`src/muldiv_pkg.sv`:
```
// ---------------------------------------------------------------------------
// muldiv package
// opcode encoding, widths and bus structs shared by the RV32M
// multiply/divide block
// ---------------------------------------------------------------------------
`default_nettype none

package muldiv_pkg;

    localparam int unsigned XLEN       = 32;
    localparam int unsigned REG_ADDR_W = 5;

    // follows the funct3 field of the M extension
    typedef enum logic [2:0] {
        OP_MUL    = 3'd0,
        OP_MULH   = 3'd1,
        OP_MULHSU = 3'd2,
        OP_MULHU  = 3'd3,
        OP_DIV    = 3'd4,
        OP_DIVU   = 3'd5,
        OP_REM    = 3'd6,
        OP_REMU   = 3'd7
    } muldiv_op_e;

    // issued instruction from dispatch
    typedef struct packed {
        muldiv_op_e            op;
        logic [XLEN-1:0]       rs1;
        logic [XLEN-1:0]       rs2;
        logic [REG_ADDR_W-1:0] rd;
    } muldiv_req_t;

    // command to the multiplier or the divider
    typedef struct packed {
        muldiv_op_e            op;
        logic [XLEN-1:0]       a;
        logic [XLEN-1:0]       b;
        logic [REG_ADDR_W-1:0] rd;
    } muldiv_cmd_t;

    // register file write port
    typedef struct packed {
        logic                  we;
        logic [REG_ADDR_W-1:0] waddr;
        logic [XLEN-1:0]       wdata;
    } muldiv_wb_t;

    // div, divu, rem and remu
    function automatic logic is_div_op(muldiv_op_e op);
        return op inside {OP_DIV, OP_DIVU, OP_REM, OP_REMU};
    endfunction

endpackage

`default_nettype wire

```
`src/muldiv_ctrl.sv`:
```
// ---------------------------------------------------------------------------
// muldiv controller
// steers an issued M-extension instruction to the multiplier or divider,
// stalls the pipeline while a unit runs and builds the writeback
// ---------------------------------------------------------------------------
`timescale 1ns/1ps
`default_nettype none

module muldiv_ctrl (
    input  wire                                         clk,
    input  wire                                         arst_n_i,
    input  wire                                         req_valid_i,
    input  wire muldiv_pkg::muldiv_req_t                req_i,
    input  wire                                         int_assert_i,
    input  wire                                         mul_busy_i,
    input  wire                                         mul_ready_i,
    input  wire                                         div_busy_i,
    input  wire                                         div_ready_i,
    input  wire        [muldiv_pkg::XLEN-1:0]           mul_result_i,
    input  wire        [muldiv_pkg::XLEN-1:0]           div_result_i,
    input  wire        [muldiv_pkg::REG_ADDR_W-1:0]     mul_rd_i,
    input  wire        [muldiv_pkg::REG_ADDR_W-1:0]     div_rd_i,
    output logic                                        mul_start_o,
    output logic                                        div_start_o,
    output muldiv_pkg::muldiv_cmd_t                     mul_cmd_o,
    output muldiv_pkg::muldiv_cmd_t                     div_cmd_o,
    output logic                                        hold_o,
    output logic                                        jump_o,
    output muldiv_pkg::muldiv_wb_t                      wb_o
);

    muldiv_pkg::muldiv_cmd_t cmd;
    logic                    req_is_div;
    logic                    launch;
    logic                    launched_q;

    // both units see the same operands, only start differs
    assign cmd.op = req_i.op;
    assign cmd.a  = req_i.rs1;
    assign cmd.b  = req_i.rs2;
    assign cmd.rd = req_i.rd;

    assign mul_cmd_o  = cmd;
    assign div_cmd_o  = cmd;
    assign req_is_div = muldiv_pkg::is_div_op(req_i.op);

    always_comb begin
        mul_start_o = 1'b0;
        div_start_o = 1'b0;
        hold_o      = 1'b0;
        jump_o      = 1'b0;
        wb_o        = '0;
        launch      = 1'b0;

        // an interrupt drops every start, so a busy unit aborts
        if (!int_assert_i) begin
            if (div_busy_i) begin
                div_start_o = 1'b1;
                hold_o      = 1'b1;
            end else if (mul_busy_i) begin
                mul_start_o = 1'b1;
                hold_o      = 1'b1;
            end else if (div_ready_i) begin
                // divider wins if both report at once
                wb_o.we    = 1'b1;
                wb_o.waddr = div_rd_i;
                wb_o.wdata = div_result_i;
            end else if (mul_ready_i) begin
                wb_o.we    = 1'b1;
                wb_o.waddr = mul_rd_i;
                wb_o.wdata = mul_result_i;
            end else if (req_valid_i && !launched_q) begin
                launch = 1'b1;
                jump_o = 1'b1;
                hold_o = 1'b1;
                if (req_is_div) begin
                    div_start_o = 1'b1;
                end else begin
                    mul_start_o = 1'b1;
                end
            end
        end
    end

    // one operation in flight from launch to writeback
    always_ff @(posedge clk or negedge arst_n_i) begin
        if (!arst_n_i) begin
            launched_q <= 1'b0;
        end else if (int_assert_i || mul_ready_i || div_ready_i) begin
            launched_q <= 1'b0;
        end else if (launch) begin
            launched_q <= 1'b1;
        end
    end

endmodule

`default_nettype wire

```
`src/muldiv_div.sv`:
```
// ---------------------------------------------------------------------------
// muldiv divider
// 32-step restoring divider for div, divu, rem and remu, with the
// RISC-V results for a zero divisor and signed overflow
// ---------------------------------------------------------------------------
`timescale 1ns/1ps
`default_nettype none

module muldiv_div (
    input  wire                                     clk,
    input  wire                                     arst_n_i,
    input  wire                                     start_i,
    input  wire muldiv_pkg::muldiv_cmd_t            cmd_i,
    output logic                                    busy_o,
    output logic                                    ready_o,
    output logic [muldiv_pkg::XLEN-1:0]             result_o,
    output logic [muldiv_pkg::REG_ADDR_W-1:0]       rd_o
);

    typedef enum logic [1:0] {DIV_IDLE, DIV_BUSY, DIV_DONE} div_state_e;

    div_state_e                           state_q;
    logic [4:0]                           cnt_q;
    muldiv_pkg::muldiv_op_e               op_q;
    logic [muldiv_pkg::REG_ADDR_W-1:0]    rd_q;
    logic [muldiv_pkg::XLEN-1:0]          dividend_q;
    logic [muldiv_pkg::XLEN-1:0]          divisor_q;
    logic [muldiv_pkg::XLEN-1:0]          quot_q;
    logic [muldiv_pkg::XLEN-1:0]          rem_q;
    logic                                 q_neg_q;
    logic                                 r_neg_q;
    logic                                 zero_q;
    logic                                 ovf_q;

    logic                                 is_signed;
    logic                                 a_neg;
    logic                                 b_neg;
    logic [muldiv_pkg::XLEN-1:0]          a_mag;
    logic [muldiv_pkg::XLEN-1:0]          b_mag;
    logic [muldiv_pkg::XLEN:0]            shifted;
    logic [muldiv_pkg::XLEN+1:0]          diff;
    logic [muldiv_pkg::XLEN-1:0]          quot_fix;
    logic [muldiv_pkg::XLEN-1:0]          rem_fix;
    logic                                 sel_quot;

    assign is_signed = (cmd_i.op == muldiv_pkg::OP_DIV) || (cmd_i.op == muldiv_pkg::OP_REM);
    assign a_neg     = is_signed & cmd_i.a[muldiv_pkg::XLEN-1];
    assign b_neg     = is_signed & cmd_i.b[muldiv_pkg::XLEN-1];
    assign a_mag     = a_neg ? -cmd_i.a : cmd_i.a;
    assign b_mag     = b_neg ? -cmd_i.b : cmd_i.b;

    // bring down the next dividend bit and try the subtraction
    assign shifted = {rem_q, quot_q[muldiv_pkg::XLEN-1]};
    assign diff    = {1'b0, shifted} - {2'b00, divisor_q};

    always_ff @(posedge clk or negedge arst_n_i) begin
        if (!arst_n_i) begin
            state_q <= DIV_IDLE;
            cnt_q   <= '0;
        end else begin
            case (state_q)
                DIV_IDLE: begin
                    if (start_i) begin
                        state_q <= DIV_BUSY;
                        cnt_q   <= '0;
                    end
                end
                DIV_BUSY: begin
                    if (!start_i) begin
                        state_q <= DIV_IDLE;
                    end else begin
                        cnt_q <= cnt_q + 5'd1;
                        if (cnt_q == 5'd31) begin
                            state_q <= DIV_DONE;
                        end
                    end
                end
                default: state_q <= DIV_IDLE;
            endcase
        end
    end

    always_ff @(posedge clk) begin
        if (state_q == DIV_IDLE && start_i) begin
            op_q       <= cmd_i.op;
            rd_q       <= cmd_i.rd;
            dividend_q <= cmd_i.a;
            divisor_q  <= b_mag;
            quot_q     <= a_mag;
            rem_q      <= '0;
            q_neg_q    <= a_neg ^ b_neg;
            r_neg_q    <= a_neg;
            zero_q     <= (cmd_i.b == '0);
            // most negative over minus one
            ovf_q      <= is_signed && (cmd_i.a == {1'b1, {(muldiv_pkg::XLEN-1){1'b0}}}) &&
                          (cmd_i.b == '1);
        end else if (state_q == DIV_BUSY) begin
            if (!diff[muldiv_pkg::XLEN+1]) begin
                rem_q  <= diff[muldiv_pkg::XLEN-1:0];
                quot_q <= {quot_q[muldiv_pkg::XLEN-2:0], 1'b1};
            end else begin
                rem_q  <= shifted[muldiv_pkg::XLEN-1:0];
                quot_q <= {quot_q[muldiv_pkg::XLEN-2:0], 1'b0};
            end
        end
    end

    assign quot_fix = q_neg_q ? -quot_q : quot_q;
    assign rem_fix  = r_neg_q ? -rem_q : rem_q;
    assign sel_quot = (op_q == muldiv_pkg::OP_DIV) || (op_q == muldiv_pkg::OP_DIVU);

    always_comb begin
        if (zero_q) begin
            result_o = sel_quot ? '1 : dividend_q;
        end else if (ovf_q) begin
            result_o = sel_quot ? dividend_q : '0;
        end else begin
            result_o = sel_quot ? quot_fix : rem_fix;
        end
    end

    assign busy_o  = (state_q == DIV_BUSY);
    assign ready_o = (state_q == DIV_DONE);
    assign rd_o    = rd_q;

endmodule

`default_nettype wire

```
`src/muldiv_mul.sv`:
```
// ---------------------------------------------------------------------------
// muldiv multiplier
// serial shift-add multiplier for mul, mulh, mulhsu and mulhu,
// one partial product per cycle over 32 cycles
// ---------------------------------------------------------------------------
`timescale 1ns/1ps
`default_nettype none

module muldiv_mul (
    input  wire                                     clk,
    input  wire                                     arst_n_i,
    input  wire                                     start_i,
    input  wire muldiv_pkg::muldiv_cmd_t            cmd_i,
    output logic                                    busy_o,
    output logic                                    ready_o,
    output logic [muldiv_pkg::XLEN-1:0]             result_o,
    output logic [muldiv_pkg::REG_ADDR_W-1:0]       rd_o
);

    typedef enum logic [1:0] {MUL_IDLE, MUL_BUSY, MUL_DONE} mul_state_e;

    mul_state_e                           state_q;
    logic [4:0]                           cnt_q;
    muldiv_pkg::muldiv_op_e               op_q;
    logic [muldiv_pkg::REG_ADDR_W-1:0]    rd_q;
    logic [muldiv_pkg::XLEN-1:0]          mcand_q;
    logic [2*muldiv_pkg::XLEN-1:0]        prod_q;
    logic                                 neg_q;

    logic                                 a_signed;
    logic                                 b_signed;
    logic [muldiv_pkg::XLEN-1:0]          a_mag;
    logic [muldiv_pkg::XLEN-1:0]          b_mag;
    logic [muldiv_pkg::XLEN:0]            part_sum;
    logic [2*muldiv_pkg::XLEN-1:0]        prod_fix;

    // mul keeps the low word, so unsigned magnitudes are fine there
    assign a_signed = (cmd_i.op == muldiv_pkg::OP_MULH) || (cmd_i.op == muldiv_pkg::OP_MULHSU);
    assign b_signed = (cmd_i.op == muldiv_pkg::OP_MULH);
    assign a_mag    = (a_signed && cmd_i.a[muldiv_pkg::XLEN-1]) ? -cmd_i.a : cmd_i.a;
    assign b_mag    = (b_signed && cmd_i.b[muldiv_pkg::XLEN-1]) ? -cmd_i.b : cmd_i.b;

    // upper half plus multiplicand when the current multiplier bit is set
    assign part_sum = prod_q[0] ?
        {1'b0, prod_q[2*muldiv_pkg::XLEN-1:muldiv_pkg::XLEN]} + {1'b0, mcand_q} :
        {1'b0, prod_q[2*muldiv_pkg::XLEN-1:muldiv_pkg::XLEN]};

    always_ff @(posedge clk or negedge arst_n_i) begin
        if (!arst_n_i) begin
            state_q <= MUL_IDLE;
            cnt_q   <= '0;
        end else begin
            case (state_q)
                MUL_IDLE: begin
                    if (start_i) begin
                        state_q <= MUL_BUSY;
                        cnt_q   <= '0;
                    end
                end
                MUL_BUSY: begin
                    // start dropped by the controller means abort
                    if (!start_i) begin
                        state_q <= MUL_IDLE;
                    end else begin
                        cnt_q <= cnt_q + 5'd1;
                        if (cnt_q == 5'd31) begin
                            state_q <= MUL_DONE;
                        end
                    end
                end
                default: state_q <= MUL_IDLE;
            endcase
        end
    end

    always_ff @(posedge clk) begin
        if (state_q == MUL_IDLE && start_i) begin
            op_q    <= cmd_i.op;
            rd_q    <= cmd_i.rd;
            mcand_q <= a_mag;
            prod_q  <= {{muldiv_pkg::XLEN{1'b0}}, b_mag};
            neg_q   <= (a_signed & cmd_i.a[muldiv_pkg::XLEN-1]) ^
                       (b_signed & cmd_i.b[muldiv_pkg::XLEN-1]);
        end else if (state_q == MUL_BUSY) begin
            prod_q <= {part_sum, prod_q[muldiv_pkg::XLEN-1:1]};
        end
    end

    assign prod_fix = neg_q ? -prod_q : prod_q;
    assign result_o = (op_q == muldiv_pkg::OP_MUL) ? prod_fix[muldiv_pkg::XLEN-1:0] :
                      prod_fix[2*muldiv_pkg::XLEN-1:muldiv_pkg::XLEN];
    assign busy_o   = (state_q == MUL_BUSY);
    assign ready_o  = (state_q == MUL_DONE);
    assign rd_o     = rd_q;

endmodule

`default_nettype wire

```
`src/muldiv_unit.sv`:
```
// ---------------------------------------------------------------------------
// muldiv unit
// RV32M execution block, controller plus serial multiplier and divider
// ---------------------------------------------------------------------------
`timescale 1ns/1ps
`default_nettype none

module muldiv_unit (
    input  wire                             clk,
    input  wire                             arst_n_i,
    input  wire                             req_valid_i,
    input  wire muldiv_pkg::muldiv_req_t    req_i,
    input  wire                             int_assert_i,
    output logic                            hold_o,
    output logic                            jump_o,
    output muldiv_pkg::muldiv_wb_t          wb_o
);

    logic                                 mul_start;
    logic                                 div_start;
    muldiv_pkg::muldiv_cmd_t              mul_cmd;
    muldiv_pkg::muldiv_cmd_t              div_cmd;
    logic                                 mul_busy;
    logic                                 mul_ready;
    logic                                 div_busy;
    logic                                 div_ready;
    logic [muldiv_pkg::XLEN-1:0]          mul_result;
    logic [muldiv_pkg::XLEN-1:0]          div_result;
    logic [muldiv_pkg::REG_ADDR_W-1:0]    mul_rd;
    logic [muldiv_pkg::REG_ADDR_W-1:0]    div_rd;

    muldiv_ctrl ctrl0 (
        .clk          (clk),
        .arst_n_i     (arst_n_i),
        .req_valid_i  (req_valid_i),
        .req_i        (req_i),
        .int_assert_i (int_assert_i),
        .mul_busy_i   (mul_busy),
        .mul_ready_i  (mul_ready),
        .div_busy_i   (div_busy),
        .div_ready_i  (div_ready),
        .mul_result_i (mul_result),
        .div_result_i (div_result),
        .mul_rd_i     (mul_rd),
        .div_rd_i     (div_rd),
        .mul_start_o  (mul_start),
        .div_start_o  (div_start),
        .mul_cmd_o    (mul_cmd),
        .div_cmd_o    (div_cmd),
        .hold_o       (hold_o),
        .jump_o       (jump_o),
        .wb_o         (wb_o)
    );

    muldiv_mul mul0 (
        .clk      (clk),
        .arst_n_i (arst_n_i),
        .start_i  (mul_start),
        .cmd_i    (mul_cmd),
        .busy_o   (mul_busy),
        .ready_o  (mul_ready),
        .result_o (mul_result),
        .rd_o     (mul_rd)
    );

    muldiv_div div0 (
        .clk      (clk),
        .arst_n_i (arst_n_i),
        .start_i  (div_start),
        .cmd_i    (div_cmd),
        .busy_o   (div_busy),
        .ready_o  (div_ready),
        .result_o (div_result),
        .rd_o     (div_rd)
    );

endmodule

`default_nettype wire

```
`config.mk`:
```
export PLATFORM = sky130hd
export DESIGN_NAME = muldiv_unit
export DESIGN_NICKNAME = d
export VERILOG_FILES = /design/src/muldiv_pkg.sv /design/src/muldiv_ctrl.sv /design/src/muldiv_div.sv /design/src/muldiv_mul.sv /design/src/muldiv_unit.sv
export SDC_FILE = /design/constraint.sdc
export NUM_CORES = 1
export LEC_CHECK = 0
export BUFFER_PORTS_ARGS = -buffer_cell sky130_fd_sc_hd__buf_4
export CELL_PAD_IN_SITES_DETAIL_PLACEMENT = 0
export CELL_PAD_IN_SITES_GLOBAL_PLACEMENT = 1
export CORE_ASPECT_RATIO = 0.6
export CORE_MARGIN = 3
export CORE_UTILIZATION = 45
export CTS_BUF_LIST = sky130_fd_sc_hd__clkbuf_8
export DETAILED_ROUTE_END_ITERATION = 12
export PLACE_DENSITY = 0.76
export REMOVE_ABC_BUFFERS = 1
export SLEW_MARGIN = 10
export SYNTH_ARGS = -nofsm -noshare
export SYNTH_HDL_FRONTEND = slang
export SYNTH_HIERARCHICAL = 1
export SYNTH_SLANG_ARGS = --single-unit
```
`constraint.sdc`:
```
create_clock -name clk -period 3.82 [get_ports clk]
set_input_delay 0.573 -clock clk [delete_from_list [all_inputs] [get_ports clk]]
set_output_delay 0.573 -clock clk [all_outputs]
set_load 0.02 [all_outputs]
```
==> results.json, run 1 <==
{
  "grt_use_total_pct": 30.32,
  "mostFrequentLayoutCells": "nand2_1 (259), buf_4 (256), o21ai_0 (185)",
  "total_power_w": 0.01386,
  "startpoint_type": "flop",
  "fin_hold_ws_ns": 0.1765,
  "syn-instance-count": 2498,
  "failed_checks": "setup timing",
  "ioPinCount": 116,
  "crit_family": "simple AND/OR/NAND/NOR gates",
  "async_flop_share_pct": 5.792,
  "post_drt_via_cell_ratio": 6.142,
  "critPathCaptureType": "output port",
  "crit_chain": "or4_1 -> or4_4 -> or2_4 -> or4_4 -> o41ai_2 -> nand3_1 -> xnor2_1 -> o21ai_1 -> nand3b_1 -> a21oi_2 -> buf_6",
  "synth-edff-count": 180,
  "drc": 0,
  "finalSetupViolCount": 32,
  "start_util_pct": 45.94,
  "synth-xor-area-share_pct": 11.81,
  "dieWidth_um": 287.7,
  "grt_pass1_wl_um": 117000,
  "muxShareOfSynthArea_pct": 1.542,
  "first_global_vias": 18070,
  "power.density_mw_per_mm2": 579.1,
  "maxCapViolCount": 0,
  "finClkSkew_ns": 0.01594,
  "area_growth_pct": 11.71,
  "synth_top_family_by_area": "compound AO/OA/AOI/OAI gates",
  "synthAdderAreaFrac_pct": 4.672,
  "min_period_over_period_pct": 119.7,
  "synth-compound-area-share_pct": 21.90,
  "clock_path_buffers": 3,
  "critPathKind": "flop to output port",
  "cts_root_buffer": "clkbuf_8",
  "mostFrequentLayoutCell": "nand2_1",
  "fin_setup_tns_ns": -17.08,
  "finalNonFillerCells": 3219,
  "drive_above_1_share_pct": 17.38,
  "postPlaceCellArea_mm2": 0.02270,
  "synthFlopType": "edfxtp_1",
  "tightest_slew_ns": 1.014,
  "yosys.area_share.simple_pct": 18.37,
  "synth.largest_area_cell": "edfxtp_1",
  "grt_max_degree": 77,
  "cpMostUsedCell": "or4_4",
  "syn_area_per_cell_um2": 8.577,
  "grt_antenna_before_repair": 1,
  "fin_area_mm2": 0.02394,
  "core_area_mm2": 0.04663,
  "min_period_ns": 4.573,
  "wire_per_inst_um": 24.17,
  "io_buffers": 115,
  "crit_path_max_fanout": 6,
  "irDropWorstVdd_mv": 0.3427,
  "worst-endpoint-arrival_ns": 4.00,
  "cts_buffers": 45,
  "gp_congestion": 0.9587,
  "die_y_um": 175.0,
  "ys_warn_count": 6,
  "hold_viol_final": 0,
  "cts.sinks": 259,
  "synth_top_cell_area_share_pct": 25.23,
  "dp.cells": 3127,
  "route.vias.total": 19770,
  "rsz0062_at_grt": "yes",
  "max_slew_margin_pct": 31.85,
  "rows": 61,
  "yosys_register_bits": 259,
  "drt_wl_total_um": 77790,
  "path_clk_slew_ns": 0.06,
  "synth_area_leaders": "edfxtp_1 (25%), xnor2_1 (6.5%), dfxtp_1 (6.0%)",
  "drv_slew": 0,
  "holdCritPathClass": "primary input to flop",
  "htree_levels": 2,
  "cts_tree": "yes",
  "worstSkewPairLatency_ns": 0.59,
  "crit_path_max_incr_delay_ns": 0.54,
  "cp_data_required_time_ns": 3.25,
  "seq_area_frac_synth_pct": 32.96,
  "crit_buf_inv": 1,
  "ant_nets": 0,
  "synth_cell_types": 94,
  "fmax_ghz": 0.2187,
  "outcome": "finished with violations",
  "syn_area_mm2": 0.02143,
  "final_nets": 2706,
  "dr.pass1.iters": 6,
  "diodes": 0,
  "grt_overflow": 0,
  "power.leakage_nw": 9.234,
  "dieArea_mm2": 0.05035,
  "dpl.hpwl_um": 59830,
  "setup_ws_ns": -0.7533,
  "slowest_stage": "or4_4",
  "drt_iter0_drc": 2385
}
==> path summary, 6_finish.rpt <==
path | start | to | slack [ns] | cells after the start
worst min-delay path | req_i[2] | div0/rd_o[2]$_DFFE_PP_ | 0.18 | 1
min in group asynchronous | arst_n_i | mul0/cnt_q[0]$_DFFE_PN0P_ | 0.41 | 2
worst max-delay path | mul0/prod_q[17]$_DFFE_PP_ | wb_o[22] | -0.75 | 11
worst max register to register | mul0/prod_q[33]$_SDFFE_PP0P_ | mul0/prod_q[62]$_SDFFE_PP0P_ | 0.12 | 10
worst min register to register | div0/cnt_q[4]$_DFFE_PN0P_ | div0/cnt_q[4]$_DFFE_PN0P_ | 0.48 | 2
max in group asynchronous | arst_n_i | div0/state_q[1]$_DFFE_PN0P_ | 3.23 | 2
==> cell usage after synthesis (7+ instances only) <==
cell / number
nand2_1: 260
o21ai_0: 190
a21oi_1: 188
edfxtp_1: 180
nor2_1: 174
xnor2_1: 160
buf_4: 145
xor2_1: 129
clkbuf_1: 102
ha_1: 76
inv_1: 72
o31ai_1: 67
dfxtp_1: 64
nand3_1: 39
nand3b_1: 38
mux2i_1: 33
a22oi_1: 32
nor3_1: 32
or3_1: 31
a21o_1: 30
nand2b_1: 30
o41ai_1: 30
or4_1: 26
o211ai_1: 24
o21ai_1: 24
nand4_1: 23
and3_1: 20
a31oi_1: 19
o21a_1: 16
dfrtp_1: 15
nor2b_1: 15
nor4_1: 15
and2_1: 13
a21oi_2: 10
a32oi_1: 10
or4_4: 10
o21bai_1: 9
buf_1: 8
o221ai_1: 8
o31ai_2: 8
or2_2: 7
==> kinds of logic (layout without fill, tap and decap cells) <==
group | count (synthesis) | after routing
buffers and inverters | 340 | 431
AOI/OAI and AO/OA | 729 | 729
and+or+nand+nor | 769 | 769
adders and majority gates | 79 | 79
xor gates and xnor gates | 289 | 289
muxes | 33 | 33
DFF | 259 | 259
==> power breakdown <==
part	total, W	internal, W	switching [W]
logic	0.00700	0.00283	0.00416
registers	0.00419	0.00357	0.000617
clock network	0.00268	0.00138	0.00130
==> per-stage QoR <==
step / utilization, % / setup slack [ns]
4_1_cts: 51.02 / -0.7182
3_5_place_dp: 48.68 / -0.2989
3_3_place_gp: 48.68 / -0.2582
6_report: 51.33 / -0.7533
5_1_grt: 51.33 / -0.8701
2_1_floorplan: - / -2.898
==> routing by layer <==
layer  track usage (%)  share of wire (%)  vias to the layer above  routed length (um)
li1                  -                  -                     9081                   -
met1             49.03                 49                     9622               37890
met2             40.29                 39                      981               30200
met3             6.923                 11                       86                8354
met4             5.523                1.7                        2                1336
met5                 0              0.017                        -                  13
==> sequential cells by signal, indices dropped and copies added (netlist names), 3 cells and up <==
signal / cells
div0/dividend_q: 32
div0/rd_o: 5
mul0/rd_o: 5
div0/divisor_q: 32
mul0/op_q: 3
mul0/prod_q: 64
div0/quot_q: 32
div0/cnt_q: 5
div0/rem_q: 32
mul0/cnt_q: 5
mul0/mcand_q: 32
==> cell type report <==
type,count,area [um2]
Multi-Input combinational cell,1899,12760
Clock inverter,32,187.7
Fill cell,4507,22700
Inverter,74,279.0
Timing Repair Buffer,273,2147
Sequential cell,259,7062
Clock buffer,52,715.7
Tap cell,630,788.3
==> what timing repair did <==
item | in CTS | in global routing
buffers inserted | 5 | 3
hold buffers | 1 | 0
hold endpoints to repair | 15 | 0
gates resized for setup | 33 | 26
setup endpoints to repair | 32 | 32
pin swaps | 27 | 18
Note: power is estimated with default switching activity, not from simulation.
==> run 2: changes to the inputs <==
--- a/config.mk
+++ b/config.mk
@@ -14,6 +14,7 @@
 export CTS_BUF_LIST = sky130_fd_sc_hd__clkbuf_8
 export DETAILED_ROUTE_END_ITERATION = 12
 export PLACE_DENSITY = 0.76
+export RECOVER_POWER = 50
 export REMOVE_ABC_BUFFERS = 1
 export SLEW_MARGIN = 10
 export SYNTH_ARGS = -nofsm -noshare
==> run 2 against run 1 <==
Compared with the run above:
- the run ends with capacitance limit, slew limit, setup timing left
- sequential share of layout area rose by 0.20 points
- register-to-register slack barely moved
- clock-buffer cell count did not move
- hold slack improved by 0.025 ns
- utilization fell by 0.34 points
- non-clock buffer count did not move
- cell count did not move
- maximum frequency fell by 0.45%
- global-route usage did not move
- combinational power barely moved
- first-iteration DRC count rose by 9.2%
- clock power barely moved
- critical path type unchanged
==> results.json, run 2 (same netlist as run 1, synthesis figures left out) <==
{
  "slowest_stage": "or4_4",
  "outcome": "finished with violations",
  "worstSkewPairLatency_ns": 0.59,
  "crit_chain": "or4_1 -> or4_4 -> or2_4 -> or4_4 -> o41ai_2 -> nand3_1 -> xnor2_1 -> o21ai_1 -> nand3b_1 -> a21oi_2 -> buf_6",
  "dieWidth_um": 287.7,
  "failed_checks": "capacitance limit, slew limit, setup timing",
  "cts_buffers": 45,
  "cts_tree": "yes",
  "fmax_ghz": 0.2177,
  "fin_area_mm2": 0.02378,
  "power.density_mw_per_mm2": 582.1,
  "mostFrequentLayoutCell": "nand2_1",
  "power.clock.fraction_pct": 19.3,
  "post_drt_via_cell_ratio": 6.143,
  "route.vias.total": 19780,
  "switchingPower_w": 0.006076,
  "startpoint_type": "flop",
  "top_register": "mul0/prod_q",
  "total_power_w": 0.01384,
  "drc": 0,
  "path_clk_slew_ns": 0.06,
  "dp.cells": 3127,
  "largest_reg_flops": 64,
  "tightest_slew_ns": 1.593,
  "start_util_pct": 45.94,
  "drt_iter0_drc": 2605,
  "grt_use_total_pct": 30.32,
  "dr.pass1.iters": 6,
  "finClkSkew_ns": 0.01560,
  "dpl.hpwl_um": 59830,
  "io_buffers": 115,
  "gp_congestion": 0.9587,
  "critPathKind": "flop to output port",
  "cpMostUsedCell": "or4_4",
  "ioPinCount": 116,
  "grt_overflow": 0,
  "rows": 61,
  "crit_path_max_incr_delay_ns": 0.54,
  "finalSetupViolCount": 32,
  "rsz0062_at_grt": "yes",
  "grt_pass1_wl_um": 117000,
  "cts_root_buffer": "clkbuf_8",
  "critPathCaptureType": "output port",
  "drt_wl_total_um": 77830,
  "core_area_mm2": 0.04663,
  "grt_max_degree": 77,
  "max_slew_margin_pct": -6.197,
  "combPwrFrac_pct": 50.4,
  "cts.sinks": 259,
  "grt_antenna_before_repair": 4,
  "setup_ws_ns": -0.7740,
  "irDropWorstVdd_mv": 0.3378,
  "power.leakage_nw": 9.082,
  "ant_nets": 0,
  "die_y_um": 175.0,
  "min_period_ns": 4.594,
  "hold_viol_final": 0,
  "cp_data_required_time_ns": 3.25,
  "diodes": 0,
  "drv_slew": 77,
  "min_period_over_period_pct": 120.3,
  "finalNonFillerCells": 3219,
  "dieArea_mm2": 0.05035,
  "fillers": 4553,
  "r2r_slack_ns": 0.13,
  "clock_path_buffers": 3,
  "worst-endpoint-arrival_ns": 4.02,
  "htree_levels": 2,
  "maxCapViolCount": 1,
  "crit_path_max_fanout": 6,
  "first_global_vias": 18070,
  "switching_share_pct": 43.90,
  "final_nets": 2706,
  "mostFrequentLayoutCells": "nand2_1 (259), buf_4 (211), o21ai_0 (185)",
  "area_growth_pct": 10.97,
  "holdCritPathClass": "primary input to flop",
  "postPlaceCellArea_mm2": 0.02270,
  "drive_above_1_share_pct": 15.76,
  "post-place-ws_ns": -0.2989,
  "internal_power_w": 0.007764,
  "wire_per_inst_um": 24.18,
  "power_frac_seq_pct": 30.3
}
[run 2: changes by cell type in the layout (fill, tap and decap cells not counted), sizes merged]
cell    previous run  this run
buf              272       227
clkbuf            52        97
[run 2: critical path, delay by kind of cell, from the launching register on]
family,cells,cell delay [ns]
flops,1,0.38
xor+xnor,1,0.13
compound gates,3,0.67
simple gates,6,2.11
buf+inv,1,0.14
[run 2: layout make-up]
class,instances,area [um2],area share [%]
clock buffer,52,715.7,3.010
multi-input combinational,1899,12750,53.64
tap,630,788.3,3.315
timing repair buffer,273,1991,8.373
sequential,259,7062,29.70
inverter,74,279.0,1.174
clock inverter,32,187.7,0.7894
[run 2: worst paths after layout]
kind / endpoint / cells past startpoint / start
worst max-delay path: wb_o[22] / 11 / mul0/prod_q[17]$_DFFE_PP_
worst min-delay path: div0/rd_o[2]$_DFFE_PP_ / 1 / req_i[2]
worst max register to register: mul0/prod_q[62]$_SDFFE_PP0P_ / 10 / mul0/prod_q[33]$_SDFFE_PP0P_
worst min register to register: div0/cnt_q[4]$_DFFE_PN0P_ / 2 / div0/cnt_q[4]$_DFFE_PN0P_
max in group asynchronous: div0/state_q[1]$_DFFE_PN0P_ / 2 / arst_n_i
min in group asynchronous: mul0/cnt_q[0]$_DFFE_PN0P_ / 2 / arst_n_i
[run 2: power groups by stage]
stage               registers [W]  clock network (W)  logic, W
finish                    0.00419            0.00267   0.00698
global route              0.00425            0.00286   0.00760
CTS                       0.00416            0.00274   0.00682
detailed placement        0.00421                  0   0.00674
global placement          0.00420                  0   0.00669
floorplan                 0.00418                  0   0.00442
[run 2: timing repair]
item / in CTS / in global routing
pin swaps: 27 / 18
endpoints found under the setup margin: 32 / 32
resized for setup: 33 / 26
endpoints found under the hold margin: 15 / 0
setup buffers: 5 / 3
hold buffers: 1 / 0
[run 2: stage by stage]
step	hold slack, ns	TNS, ns	util, %
finish	0.2014	-17.22	50.98
global route	0.1712	-21.53	50.98
CTS	0.1338	-17.79	51.02
detailed placement	0.4376	-1.978	48.68
global placement	0.4356	-1.891	48.68
floorplan	0.2774	-499.91	-
[run 2: routing by layer]
layer | track usage, % | wire length, um | up-vias
li1 | - | - | 9072
met1 | 49.03 | 37460 | 9590
met2 | 40.29 | 30320 | 1007
met3 | 6.923 | 8647 | 98
met4 | 5.523 | 1360 | 8
met5 | 0 | 39 | -
==> run 3: changes to the inputs <==
--- a/config.mk
+++ b/config.mk
@@ -6,7 +6,7 @@
 export NUM_CORES = 1
 export LEC_CHECK = 0
 export BUFFER_PORTS_ARGS = -buffer_cell sky130_fd_sc_hd__buf_4
-export CELL_PAD_IN_SITES_DETAIL_PLACEMENT = 0
+export CELL_PAD_IN_SITES_DETAIL_PLACEMENT = 1
 export CELL_PAD_IN_SITES_GLOBAL_PLACEMENT = 1
 export CORE_ASPECT_RATIO = 0.6
 export CORE_MARGIN = 3
==> run 3 against run 2 <==
Compared with the run above:
- the run still ends with capacitance limit, slew limit, setup timing left
- first-iteration DRC count down 21%
- non-clock buffer count down 2
- via count grew 2.5%
- maximum frequency fell by 0.58%
- critical path type unchanged
==> results.json, run 3 (same netlist as run 1, synthesis figures left out) <==
{
  "outcome": "finished with violations",
  "failed_checks": "capacitance limit, slew limit, setup timing",
  "crit_path_max_incr_delay_ns": 0.55,
  "min_period_ns": 4.621,
  "drt_wl_total_um": 84580,
  "worstSkewPairLatency_ns": 0.61,
  "max_slew_margin_pct": -8.624,
  "cpMostUsedCell": "or4_4",
  "wire_per_inst_um": 26.30,
  "fmax_ghz": 0.2164,
  "rows": 61,
  "fin_hold_ws_ns": 0.1646,
  "tightest_slew_ns": 1.629,
  "drive_above_1_share_pct": 15.78,
  "fin_area_mm2": 0.02380,
  "switchingPower_w": 0.006377,
  "setup_ws_ns": -0.8009,
  "dr.pass1.iters": 6,
  "min_period_over_period_pct": 121.0,
  "path_clk_slew_ns": 0.07,
  "cts.sinks": 259,
  "postPlaceCellArea_mm2": 0.02270,
  "grt.busiest_layer": "met1",
  "combPwrFrac_pct": 50.6,
  "cts_buffers": 45,
  "power.density_mw_per_mm2": 598.5,
  "drt_iter0_drc": 2055,
  "dp.cells": 3127,
  "start_util_pct": 45.94,
  "fillers": 5475,
  "post_drt_via_cell_ratio": 6.302,
  "use_met3_pct": 9.778,
  "hold_viol_final": 0,
  "diodes": 0,
  "holdCritPathClass": "primary input to flop",
  "mostFrequentLayoutCells": "nand2_1 (259), buf_4 (205), o21ai_0 (185)",
  "finClkSkew_ns": 0.04301,
  "ioPinCount": 116,
  "cts_root_buffer": "clkbuf_8",
  "power_frac_seq_pct": 29.7,
  "io_buffers": 115,
  "final_nets": 2704,
  "maxCapViolCount": 1,
  "fin_setup_tns_ns": -19.08,
  "dieWidth_um": 287.7,
  "rsz0062_at_grt": "yes",
  "multi_input_area_mm2": 0.01280,
  "core_area_mm2": 0.04663,
  "first_global_vias": 19860,
  "dieArea_mm2": 0.05035,
  "crit_chain": "or4_4 -> or4_4 -> nand4bb_1 -> or2_2 -> nand2b_1 -> o41ai_2 -> xor2_1 -> a21oi_1 -> nand3b_1 -> a21oi_2 -> buf_4",
  "drc": 0,
  "area_growth_pct": 11.07,
  "die_y_um": 175.0,
  "grt_use_total_pct": 32.85,
  "grt_max_degree": 77,
  "met2_usage_pct": 45.75,
  "crit_path_max_fanout": 6,
  "regArea_mm2": 0.007062,
  "cp_data_required_time_ns": 3.25,
  "cts_tree": "yes",
  "route.vias.total": 20270,
  "startpoint_type": "flop",
  "power.clock.fraction_pct": 19.8,
  "largest_reg_flops": 64,
  "drv_slew": 77,
  "crit_buf_inv": 1,
  "switching_share_pct": 44.78,
  "grt_overflow": 0,
  "slowest_stage": "or4_4",
  "htree_levels": 2,
  "ant_nets": 0,
  "mostFrequentLayoutCell": "nand2_1",
  "use_met1_pct": 49.21,
  "internal_power_w": 0.007865,
  "finalNonFillerCells": 3216,
  "critPathCaptureType": "output port",
  "finalSetupViolCount": 48,
  "gp_congestion": 0.9587,
  "worst-endpoint-arrival_ns": 4.05,
  "irDropWorstVdd_mv": 0.3285,
  "top_register": "mul0/prod_q",
  "dpl.hpwl_um": 64810,
  "grt_antenna_before_repair": 4,
  "crit_family": "simple AND/OR/NAND/NOR gates",
  "clock_path_buffers": 3,
  "power.leakage_nw": 9.058,
  "critPathKind": "flop to output port",
  "grt_pass1_wl_um": 126600
}
-- run 3: cell type report --
type                            instances  share of cell area, %
Timing Repair Buffer                  271                  8.113
Tap cell                              630                  3.312
Sequential cell                       259                  29.67
Multi-Input combinational cell       1899                  53.78
Clock inverter                         30                 0.8885
Clock buffer                           53                  3.065
Inverter                               74                  1.167
-- run 3: worst reg2reg max path, stage by stage (launching register included) --
cell,delay (ns)
dfrtp_1,0.56
nand2b_1,0.15
clkinv_1,0.08
buf_4,0.27
or3b_2,0.48
o41ai_1,0.10
nand2b_1,0.15
clkbuf_1,0.37
nor2_4,0.17
clkbuf_4,0.71
buf_4,0.48
-- run 3: what timing repair did --
action | CTS | global route
hold buffers | 1 | 0
setup endpoints to repair | 32 | 33
resized for setup | 36 | 31
pin swaps | 28 | 17
setup buffers | 3 | 3
hold endpoints to repair | 15 | 0
-- run 3: power groups by stage --
stage / Combinational, W / Clock (W) / Sequential [W]
finish: 0.00720 / 0.00282 / 0.00422
global route: 0.00782 / 0.00298 / 0.00428
CTS: 0.00700 / 0.00286 / 0.00418
detailed placement: 0.00690 / 0 / 0.00423
global placement: 0.00669 / 0 / 0.00420
floorplan: 0.00442 / 0 / 0.00418
-- run 3: path summary, 6_finish.rpt --
check | from | endpoint | slack (ns) | cells past startpoint
setup / recovery | mul0/prod_q[17]$_DFFE_PP_ | wb_o[26] | -0.80 | 11
hold / removal | req_i[1] | mul0/rd_o[1]$_DFFE_PP_ | 0.16 | 1
setup reg to reg | mul0/state_q[0]$_DFFE_PN0P_ | mul0/mcand_q[11]$_DFFE_PP_ | -0.04 | 10
hold reg to reg | div0/cnt_q[4]$_DFFE_PN0P_ | div0/cnt_q[4]$_DFFE_PN0P_ | 0.49 | 2
max in group asynchronous | arst_n_i | div0/state_q[0]$_DFFE_PN0P_ | 2.72 | 2
min in group asynchronous | arst_n_i | mul0/state_q[1]$_DFFE_PN0P_ | 0.59 | 2
-- run 3: routing by layer --
metal / part of all wire, % / vias to the layer above
met2: 41 / 876
met5: 0.040 / -
met4: 2.5 / 6
met3: 11 / 127
met1: 46 / 10180
li1: - / 9075
-- run 3: per-stage QoR --
step                      total power, W  util [%]  worst slack (ns)
after floorplan                 0.008599         -            -2.898
after global placement           0.01089     48.68           -0.2582
after detailed placement         0.01114     48.68           -0.3242
after CTS                        0.01404     51.07           -0.7491
after global routing             0.01507     51.03           -0.9505
final                            0.01424     51.03           -0.8009
